## src/logic/gluePkg.sv

```systemverilog
// Bus glue shared definitions: target regions, address views, decode and ack bundles
package gluePkg;

    ////////////////////////////////////////
    // Timing
    ////////////////////////////////////////

    // ROM acknowledge delay after decode, in clk40 cycles
    localparam int romWaitStates = 3;
    localparam int waitCountWidth = $clog2(romWaitStates);
    // CIA clock phases in clk40 cycles
    localparam int ciaLowCycles = 24;
    localparam int ciaHighCycles = 16;
    localparam int ciaPeriod = ciaLowCycles + ciaHighCycles;
    localparam int ciaPhaseWidth = $clog2(ciaPeriod);
    // Tick half-periods in CIA clocks, scaled down but still 60:50
    localparam int tick60Half = 5;
    localparam int tick50Half = 6;
    localparam int tickCountWidth = $clog2(tick50Half);

    ////////////////////////////////////////
    // Memory map
    ////////////////////////////////////////

    // High part is address bits 31..16
    // ROM covers 00F8 through 00FF, so only bits 15..3 of it are compared
    localparam logic [15:0] romBase = 16'h00F8;
    localparam logic [15:0] overlayTop = 16'h0007;
    localparam logic [15:0] chipRamTop = 16'h001F;
    localparam logic [15:0] ciaHigh = 16'h00BF;
    localparam logic [15:0] customHigh = 16'h00DF;
    // Byte offset F000, seen through bits 15..1
    localparam logic [14:0] customLowMin = 15'h7800;
    // Interrupt acknowledge transfer type
    localparam logic [1:0] autovectorTt = 2'd3;

    ////////////////////////////////////////
    // Types
    ////////////////////////////////////////

    typedef enum logic [2:0] {
        none = 3'd0,
        rom = 3'd1,
        chipRam = 3'd2,
        customReg = 3'd3,
        cia = 3'd4,
        autovector = 3'd5
    } region_e;

    // Coarse view for region decode
    typedef struct packed {
        logic [15:0] high;
        logic [14:0] low;
    } regionView_t;

    // CIA view, selects are low active
    typedef struct packed {
        logic [17:0] upper;
        logic ciaBSelN;
        logic ciaASelN;
        logic [3:0] regNum;
        logic [6:0] lower;
    } ciaView_t;

    // Address bits 31..1
    typedef union packed {
        regionView_t regionView;
        ciaView_t ciaView;
    } busAddress_u;

    typedef struct packed {
        region_e region;
        logic romEn;
        logic ramSpace;
        logic regSpace;
        logic cia0Sel;
        logic cia1Sel;
    } decode_t;

    typedef struct packed {
        logic drive;
        logic level;
    } ackDrive_t;

endpackage

```

## src/logic/tickGen.sv

```systemverilog
// Tick generator dividing CIA clock strobes into the 60 Hz and 50 Hz time-base waves
`timescale 1ns/10ps

module tickGen (
    input logic clk40,
    input logic reset,
    input logic ciaStrobe,
    output logic tick60,
    output logic tick50
);

    import gluePkg::*;

    // Index 0 is the 60 Hz wave and index 1 the 50 Hz wave
    logic [tickCountWidth-1:0] strobeCount [2];
    logic [1:0] tick;

    // Toggle once per half-period worth of strobes
    always_ff @(posedge clk40) begin
        if (reset) begin
            strobeCount[0] <= '0;
            strobeCount[1] <= '0;
            tick <= '0;
        end else if (ciaStrobe) begin
            for (int i = 0; i < 2; i++) begin
                if (strobeCount[i] ==
                        tickCountWidth'((i == 0 ? tick60Half : tick50Half) - 1)) begin
                    strobeCount[i] <= '0;
                    tick[i] <= ~tick[i];
                end else begin
                    strobeCount[i] <= strobeCount[i] + 1'b1;
                end
            end
        end
    end

    assign tick60 = tick[0];
    assign tick50 = tick[1];

endmodule

```

## config.mk

```make
export PLATFORM = sky130hd
export DESIGN_NAME = tickGen
export DESIGN_NICKNAME = d
export VERILOG_FILES = /design/src/logic/gluePkg.sv /design/src/logic/tickGen.sv
export SDC_FILE = /design/constraint.sdc
export NUM_CORES = 1
export LEC_CHECK = 0
export CAP_MARGIN = 20
export CELL_PAD_IN_SITES_DETAIL_PLACEMENT = 1
export CELL_PAD_IN_SITES_GLOBAL_PLACEMENT = 1
export CORE_AREA = 5 5 42 44
export DETAILED_ROUTE_END_ITERATION = 7
export DIE_AREA = 0 0 47 49
export DONT_BUFFER_PORTS = 1
export GPL_TIMING_DRIVEN = 0
export MAX_ROUTING_LAYER = met4
export PLACE_DENSITY_LB_ADDON = 0.25
export SLEW_MARGIN = 20
export SYNTH_ARGS = -nofsm -noshare
export SYNTH_HDL_FRONTEND = slang
export SYNTH_SLANG_ARGS = --single-unit
export TNS_END_PERCENT = 100
```

## constraint.sdc

```tcl
create_clock -name clk40 -period 2.6 [get_ports clk40]
set_input_delay 0.26 -clock clk40 [delete_from_list [all_inputs] [get_ports clk40]]
set_output_delay 0.26 -clock clk40 [all_outputs]
set_load 0.02 [all_outputs]
```

==> results.toml, run 1 <==
[status]
status = "finished clean"

[route]
drt_iter0_markers = 7
drc_errors = 0
first_pass_iters = 2
wl_per_cell_um = 13.8
routed_via_density = 5.04
routed_wl_um = 760
ant_nets = 0
vias = 277

[place]
gp_congestion = 0.721
dpl.cell_count = 52
port_buffers = 0
hpwl_um = 584
pre_cts_ws_ns = 1.24
dpl-instance-area_um2 = 455

[worst_hold_path]
worstHoldPathCells = 2
hold_start = "reset"
min_to = "tick[1]"
hp-class = "primary input to register"

[clocking]
cts_tree = "done"
cts_max_path_buffers = 2
clkLatencyLatePin_ns = 0.26
clk_pin_slew_ns = 0.06
cts_resized = 0
htree_num_levels = 1
post-cts-setup-buffer-count = 0
cts_buffers = 3
root_buffer = "clkbuf_4"
cts_sinks = 8
hold_buffers = 0

[grt]
grt_pass1_vias = 312
grt_antenna_before_repair = 0
grt_usage_pct = 8.28
grt-ovfl-total = 0
grt_pass1_wl_mm = 1.33
grt_max_degree = 7

[logic_synthesis]
syn_nets = 43
avgSynthCellArea_um2 = 12.1
yosys-top-cells-count = "6 x edfxtp_1, 4 x a211oi_1, 4 x ha_1, 4 x inv_1"
synth_top_area_share_pct = 41.4
synthTopCellsByArea = "edfxtp_1 41%, ha_1 11%, dfxtp_1 9.2%"
syn_area_um2 = 435
synth-edff-count = 6
ys_seq_elements = 8
ys.flop_type = "edfxtp_1"
yosys.area.top_type = "edfxtp_1"
synth.most_common_cell = "edfxtp_1"
synthArstFlopShare_pct = 0
yosysUniqueCellTypes = 14
synthCells = 36
yosysSeqAreaShare_pct = 50.6
synth_warnings = 0

[floorplanning]
die_h_um = 49
io-pin-count = 5
dieArea_um2 = 2300
rows = 14
core_um2 = 1400
initial_core_util_pct = 31.1
die_x_um = 47

[setup_path]
required_ns = 2.72
crit_path_end_kind = "register"
r2r-end = "strobeCount[1][2]"
rr_startpoint = "strobeCount[1][0]"
ff2ff_setup_slack_ns = 1.23
path_max_fanout = 4
start_kind = "register"
crit_arrival_ns = 1.49
worstSetupPathType = "register to register"
r2r_cells = 3

[power_and_ir_drop]
p_per_area_nw_per_um2 = 588
switching_share_pct = 24.1
seq_power_share_pct = 55.4
internal_power_mw = 0.213
combinationalPowerShare_pct = 9.9
switchingPower_mw = 0.0678
pwr-share-clk_pct = 34.7
power_mw = 0.281
irDropWorstVdd_v = 0.000210
leakagePower_nw = 0.186

[sta]
max_freq_ghz = 0.730
skew_ns = 0.000195
tns_ns = 0
setup_viol = 0
rsz0062_at_grt = "false"
hold_ws_ns = 0.230
timing.final.crit_share_pct = 52.7
setup_ws_ns = 1.23
slew_viol_final = 0
timing.slew.headroom_pct = 82.1
layout_min_cycle_time_ns = 1.37
tightest_slew_ns = 0.268
hold_violations = 0

[layout]
nets = 48
final_cell_count_no_fill = 55
syn_to_final_growth_pct = 9.77
finalInstanceArea_um2 = 478
drive_gt1_share_pct = 23.1
fin_util_pct = 34.1
antenna_cells = 0

[flow_run]
cap_violations = 0
power groups by stage:
stage | sequential (mW) | clock, mW | combinational, mW
floorplan | 0.156 | 0 | 0.0229
global placement | 0.157 | 0 | 0.0259
detailed placement | 0.159 | 0 | 0.0277
CTS | 0.156 | 0.0994 | 0.0283
global route | 0.157 | 0.105 | 0.0314
finish | 0.156 | 0.0976 | 0.0278
state kept, by name, indices dropped and copies added (netlist names):
| name | count |
|---|---|
| strobeCount | 6 |
| tick | 2 |
worst max path at each step:
stage	to	startpoint	depth (start not counted)
2_1_floorplan	strobeCount[1][2]	strobeCount[1][0]	3
3_3_place_gp	strobeCount[1][2]	strobeCount[1][0]	3
3_5_place_dp	strobeCount[1][2]	strobeCount[1][0]	3
4_1_cts	strobeCount[1][2]	strobeCount[1][0]	3
5_1_grt	strobeCount[1][2]	strobeCount[1][0]	3
6_report	strobeCount[1][2]	strobeCount[1][0]	3
critical path, cell delays in order (launching register included):
cell and delay [ns]:
edfxtp_1 0.43, ha_1 0.28, or3b_1 0.38, a21oi_2 0.14
cell families (layout without fill, tap and decap cells):
| group | Yosys count | after routing | synth area share (%) |
|---|---|---|---|
| AND/OR/NAND/NOR | 12 | 12 | 18.4 |
| multiplexers | 2 | 2 | 5.17 |
| adder cells (fa/ha/maj) | 4 | 4 | 11.5 |
| AO/OA/AOI/OAI | 6 | 6 | 10.9 |
| flip-flops | 8 | 8 | 50.6 |
| buffers and inverters | 4 | 7 | 3.45 |
routing by layer:
layer | share of wire [%] | track usage [%] | wire (µm)
met4 | 3.0 | 4.15 | 23
met2 | 54 | 13.6 | 411
met5 | 0 | - | 0
met3 | 6.7 | 3.32 | 51
met1 | 36 | 8.05 | 273
final cells by class:
class | count | area, µm²
flip-flops and latches | 8 | 220
fillers | 167 | 923
well taps | 16 | 20.0
multi-input cells | 24 | 200
inverters | 4 | 15.0
clock buffers | 3 | 22.5
placed cells by master, fill, tap and decap left out:
master	netlist	final
a211oi_1	4	4
a21oi_2	2	2
clkbuf_4	0	3
dfxtp_1	2	2
edfxtp_1	6	6
ha_1	4	4
inv_1	4	4
mux2_2	2	2
nand2b_1	2	2
nand2b_4	1	1
nand3_1	2	2
nor2_1	2	2
nor2b_1	2	2
or2_2	1	1
or3b_1	2	2
(Power assumes the default switching activity.)
==> run 2: changes to the inputs <==
==> constraint.sdc (replaced) <==
create_clock -name clk40 -period 1.25 [get_ports clk40]
set_input_delay 0.125 -clock clk40 [delete_from_list [all_inputs] [get_ports clk40]]
set_output_delay 0.125 -clock clk40 [all_outputs]
set_load 0.02 [all_outputs]
==> run 2 against run 1 <==
The flow now finishes with violations (setup timing). Combinational power rose to 3.2 times the previous value. First-iteration DRC count decreased by 29%. Register-to-register slack got worse by 1.3 ns. Power grew 120%. Global-route usage grew 0.36 points. Sequential share of layout area decreased by 5.1 points. Via count increased by 9.0%. Routed wire length up 5.9%. Die area is the same. Sequential cell count unchanged. Non-clock buffer count rose by 5. Largest cell class is now multi-input combinational cells. Highest routed layer unchanged.
==> results.toml, run 2 (synthesis gave the netlist of run 1 again) <==
[route]
dr_wl_met2_um = 446
drc_errors = 0
top_layer = "met4"
drt_iter0_markers = 5
wl_met3_um = 50
routed_wl_um = 805
vias = 302
wl_met1_um = 284
routed_via_density = 5.03
first_pass_iters = 2
ant_nets = 0
wl_per_cell_um = 13.4

[sta]
skew_ns = 0.000192
timing.final.crit_share_pct = 104
layout_min_cycle_time_ns = 1.30
tightest_slew_ns = 0.265
slew_viol_final = 0
timing.slew.headroom_pct = 82.3
hold_violations = 0
setup_ws_ns = -0.0499
setup_viol = 2
max_freq_ghz = 0.769
rsz0062_at_grt = "true"

[setup_path]
crit_path_end_kind = "register"
critPathTopFamily = "flip-flops"
cp_slowest_stage_delay_ns = 0.42
worstSetupPathType = "register to register"
path_max_fanout = 4
cp_slowest_cell = "edfxtp_1"
crit_arrival_ns = 1.41
required_ns = 1.37
start_kind = "register"
cp.buffers_inverters = 0
path_cells = "ha_2 > or3b_1 > a21oi_2"

[power_and_ir_drop]
power_mw = 0.615
p_per_area_nw_per_um2 = 1140
leakagePower_nw = 0.208
irDropWorstVdd_v = 0.000423

[layout]
final_cell_count_no_fill = 60
nets = 53
top_regs = "strobeCount (6), tick (2)"
syn_to_final_growth_pct = 23.6
largest_register_ffs = 6
finalInstanceArea_um2 = 538
fin_util_pct = 38.4
largest_register = "strobeCount"
drive_gt1_share_pct = 45.5
layout_commonest_cell = "edfxtp_1"
antenna_cells = 0
most-common-layout-cells = "6 x edfxtp_1, 5 x buf_4, 4 x a211oi_1"

[clocking]
cts_sinks = 8
root_buffer = "clkbuf_4"
clkLatencyLatePin_ns = 0.26
hold_buffers = 0
cts_max_path_buffers = 2
cts_buffers = 3
cts_tree = "done"
clk_pin_slew_ns = 0.06
htree_num_levels = 1

[place]
dpl.cell_count = 52
gp_congestion = 0.721
port_buffers = 0
hpwl_um = 584
dpl-instance-area_um2 = 455
pre_cts_ws_ns = -0.109

[status]
violations = "setup timing"
status = "finished with violations"

[worst_hold_path]
hp-class = "primary input to register"

[grt]
grt_antenna_before_repair = 0
grt_usage_pct = 8.64
grt_pass1_wl_mm = 1.40
grt_pass1_vias = 340
grt-ovfl-total = 0
grt_max_degree = 7

[floorplanning]
rows = 14
die_x_um = 47
initial_core_util_pct = 31.1
dieArea_um2 = 2300
core_um2 = 1400
io-pin-count = 5
die_h_um = 49

[flow_run]
cap_violations = 0
[run 2: metrics by stage]
step | TNS (ns) | hold WS, ns
2_1_floorplan | 0 | 0.350
3_3_place_gp | -0.0527 | 0.354
3_5_place_dp | -0.164 | 0.362
4_1_cts | -0.104 | 0.0979
5_1_grt | -0.201 | 0.105
6_report | -0.0917 | 0.0950
[run 2: worst register-to-register path: stages, from the launching register on]
cell and delay (ns):
edfxtp_1 0.42, ha_2 0.23, or3b_1 0.37, a21oi_2 0.14
[run 2: repair_timing]
item,in CTS,in global routing
setup endpoints to repair,3,2
pin swaps,3,3
gates cloned,0,0
buffers inserted,3,2
gates resized for setup,4,3
[run 2: final timing paths]
| check | startpoint | endpoint | slack [ns] | depth (start not counted) |
|---|---|---|---|---|
| max | strobeCount[1][0] | strobeCount[1][2] | -0.05 | 3 |
| min | reset | tick[1] | 0.1 | 2 |
| min reg2reg | strobeCount[0][2] | strobeCount[0][1] | 0.65 | 1 |
| max reg2reg | strobeCount[1][0] | strobeCount[1][2] | -0.05 | 3 |
[run 2: cell type report]
type                            count  area (µm²)
Fill cell                         166         863
Inverter                            4        15.0
Sequential cell                     8         220
Clock buffer                        3        22.5
Multi-Input combinational cell     24         223
Timing Repair Buffer                5        37.5
Tap cell                           16        20.0
[run 2: where the power goes]
part	total [mW]	internal, mW	switching [mW]
combinational	0.0886	0.0505	0.0381
sequential	0.325	0.306	0.0181
clock	0.202	0.110	0.0918
[run 2: per-layer routing]
metal	up-vias	GRT usage, %
met5	-	-
met4	0	4.15
met3	3	3.32
met2	7	13.8
met1	148	8.95
li1	144	-
==> run 3: changes to the inputs <==
--- a/config.mk
+++ b/config.mk
@@ -5,6 +5,7 @@
 export SDC_FILE = /design/constraint.sdc
 export NUM_CORES = 1
 export LEC_CHECK = 0
+export ABC_AREA = 1
 export CAP_MARGIN = 20
 export CELL_PAD_IN_SITES_DETAIL_PLACEMENT = 1
 export CELL_PAD_IN_SITES_GLOBAL_PLACEMENT = 1
==> run 3 against run 2 <==
The run now ends clean. Largest power group unchanged. Critical endpoint is now strobeCount[0][2]. Maximum frequency increased by 10%. Synthesized area is 6.9% lower. Critical path depth rose by 2.
==> results.toml, run 3 <==
[power_and_ir_drop]
power_mw = 0.594
internal_power_mw = 0.457
pwr-share-clk_pct = 35.0
combinationalPowerShare_pct = 10.2
leakagePower_nw = 0.202
seq_power_share_pct = 54.8
irDropWorstVdd_v = 0.000473
p_per_area_nw_per_um2 = 1270
switchingPower_mw = 0.137
switching_share_pct = 23.0

[floorplanning]
io-pin-count = 5
core_um2 = 1400
die_h_um = 49
initial_core_util_pct = 28.9
rows = 14
dieArea_um2 = 2300
die_x_um = 47

[clocking]
cts_tree = "done"
cts_max_path_buffers = 2
clkLatencyLatePin_ns = 0.25
clk_pin_slew_ns = 0.06
htree_num_levels = 1
cts_resized = 0
cts_sinks = 8
cts_buffers = 3
root_buffer = "clkbuf_4"

[sta]
hold_violations = 0
hold_ws_ns = 0.107
layout_min_cycle_time_ns = 1.18
tightest_slew_ns = 0.294
setup_ws_ns = 0.0709
timing.slew.headroom_pct = 80.4
timing.final.crit_share_pct = 94.3
slew_viol_final = 0
max_freq_ghz = 0.848
setup_viol = 0
skew_ns = 0.00386
rsz0062_at_grt = "false"
tns_ns = 0

[setup_path]
start_kind = "register"
crit_path_end_kind = "register"
path_max_fanout = 3
required_ns = 1.25
crit_arrival_ns = 1.18
worstSetupPathType = "register to register"

[place]
pre_cts_ws_ns = 0.0521
port_buffers = 0
hpwl_um = 641
dpl.cell_count = 58
gp_congestion = 0.744

[logic_synthesis]
syn_area_um2 = 405
ys_seq_elements = 8
synth.most_common_cell = "nor2_1"
synthCells = 42
syn_nets = 49
synth_warnings = 0
synthTopCellsByArea = "edfxtp_1 44%, ha_1 12%, dfxtp_1 9.9%"
synth_top_area_share_pct = 44.4
avgSynthCellArea_um2 = 9.65
yosys-top-cells-count = "8 x nor2_1, 7 x inv_1, 6 x edfxtp_1, 6 x nand2_1"
yosysUniqueCellTypes = 10
ys.flop_type = "edfxtp_1"
synthArstFlopShare_pct = 0
yosysSeqAreaShare_pct = 54.3
yosys.area.top_type = "edfxtp_1"
synth-edff-count = 6

[route]
routed_wl_um = 784
ant_nets = 0
first_pass_iters = 2
wl_per_cell_um = 12.3
routed_via_density = 4.55
drt_iter0_markers = 1
drc_errors = 0
vias = 291

[layout]
drive_gt1_share_pct = 8.33
most-common-layout-cells = "8 x nor2_1, 7 x inv_1, 6 x nand2_1, 6 x edfxtp_1"
top_regs = "strobeCount (6), tick (2)"
layout_commonest_cell = "nor2_1"
nets = 56
fillers = 175
syn_to_final_growth_pct = 15.7
antenna_cells = 0
final_cell_count_no_fill = 64
largest_register_ffs = 6
largest_register = "strobeCount"

[grt]
grt_pass1_vias = 295
grt_pass1_wl_mm = 1.28
grt_usage_pct = 8.43
grt_max_degree = 8
grt_antenna_before_repair = 0
grt-ovfl-total = 0

[status]
status = "finished clean"

[worst_hold_path]
hp-class = "primary input to register"

[flow_run]
cap_violations = 0
[run 3: cell types whose count changed after synthesis, sizes merged, moves of 3 or more]
cell    previous run  this run
inv                4         7
a211oi             4         0
nand2b             3         0
nand2              0         6
nor2               2         8
[run 3: final cells by class]
| cell class | count | area, µm² | share of cell area, % |
|---|---|---|---|
| sequential | 8 | 220 | 46.9 |
| multi-input combinational | 27 | 159 | 33.9 |
| clock buffer | 4 | 26.3 | 5.60 |
| inverter | 7 | 26.3 | 5.60 |
| tap | 16 | 20.0 | 4.27 |
| timing repair buffer | 2 | 17.5 | 3.73 |
[run 3: per-stage QoR]
stage	area (µm²)	util [%]
final	469	33.5
after global routing	469	33.5
after CTS	462	32.9
after detailed placement	425	30.4
after global placement	425	30.4
after floorplan	405	-
[run 3: worst max-delay path, cell delays in order (launching register included)]
cell      delay [ns]
edfxtp_1        0.42
inv_1           0.08
ha_1            0.19
nand2_1         0.06
nand3_1         0.12
nor2_1          0.06
[run 3: power by group through the flow]
stage	Clock, mW	Combinational (mW)	Sequential (mW)
after global placement	0	0.0490	0.329
after floorplan	0	0.0428	0.327
after CTS	0.221	0.0588	0.326
final	0.208	0.0603	0.325
after detailed placement	0	0.0550	0.332
after global routing	0.248	0.0695	0.328
[run 3: path summary, 6_finish.rpt]
path / slack, ns / depth (start not counted) / startpoint / endpoint
worst max register to register: 0.07 / 5 / strobeCount[0][0] / strobeCount[0][2]
worst max-delay path: 0.07 / 5 / strobeCount[0][0] / strobeCount[0][2]
worst min-delay path: 0.11 / 3 / ciaStrobe / tick[0]
worst min register to register: 0.60 / 1 / strobeCount[1][0] / strobeCount[1][0]
[run 3: timing repair]
action | CTS | global route
hold buffers | 1 | 0
endpoints found under the setup margin | 0 | 1
setup buffers | 0 | 1
hold endpoints to repair | 2 | 0
[run 3: cells by family after synthesis]
family | after synthesis | share of synthesized area, %
DFF | 8 | 54.3
adders and majority gates | 4 | 12.3
and+or+nand+nor | 21 | 22.5
xor gates and xnor gates | 2 | 4.32
buffers and inverters | 7 | 6.48
[run 3: metal layers]
layer / track usage, % / part of all wire, %
met4: 4.15 / 0
met5: - / 0
met3: 3.32 / 2.4
met1: 8.74 / 39
met2: 13.3 / 59
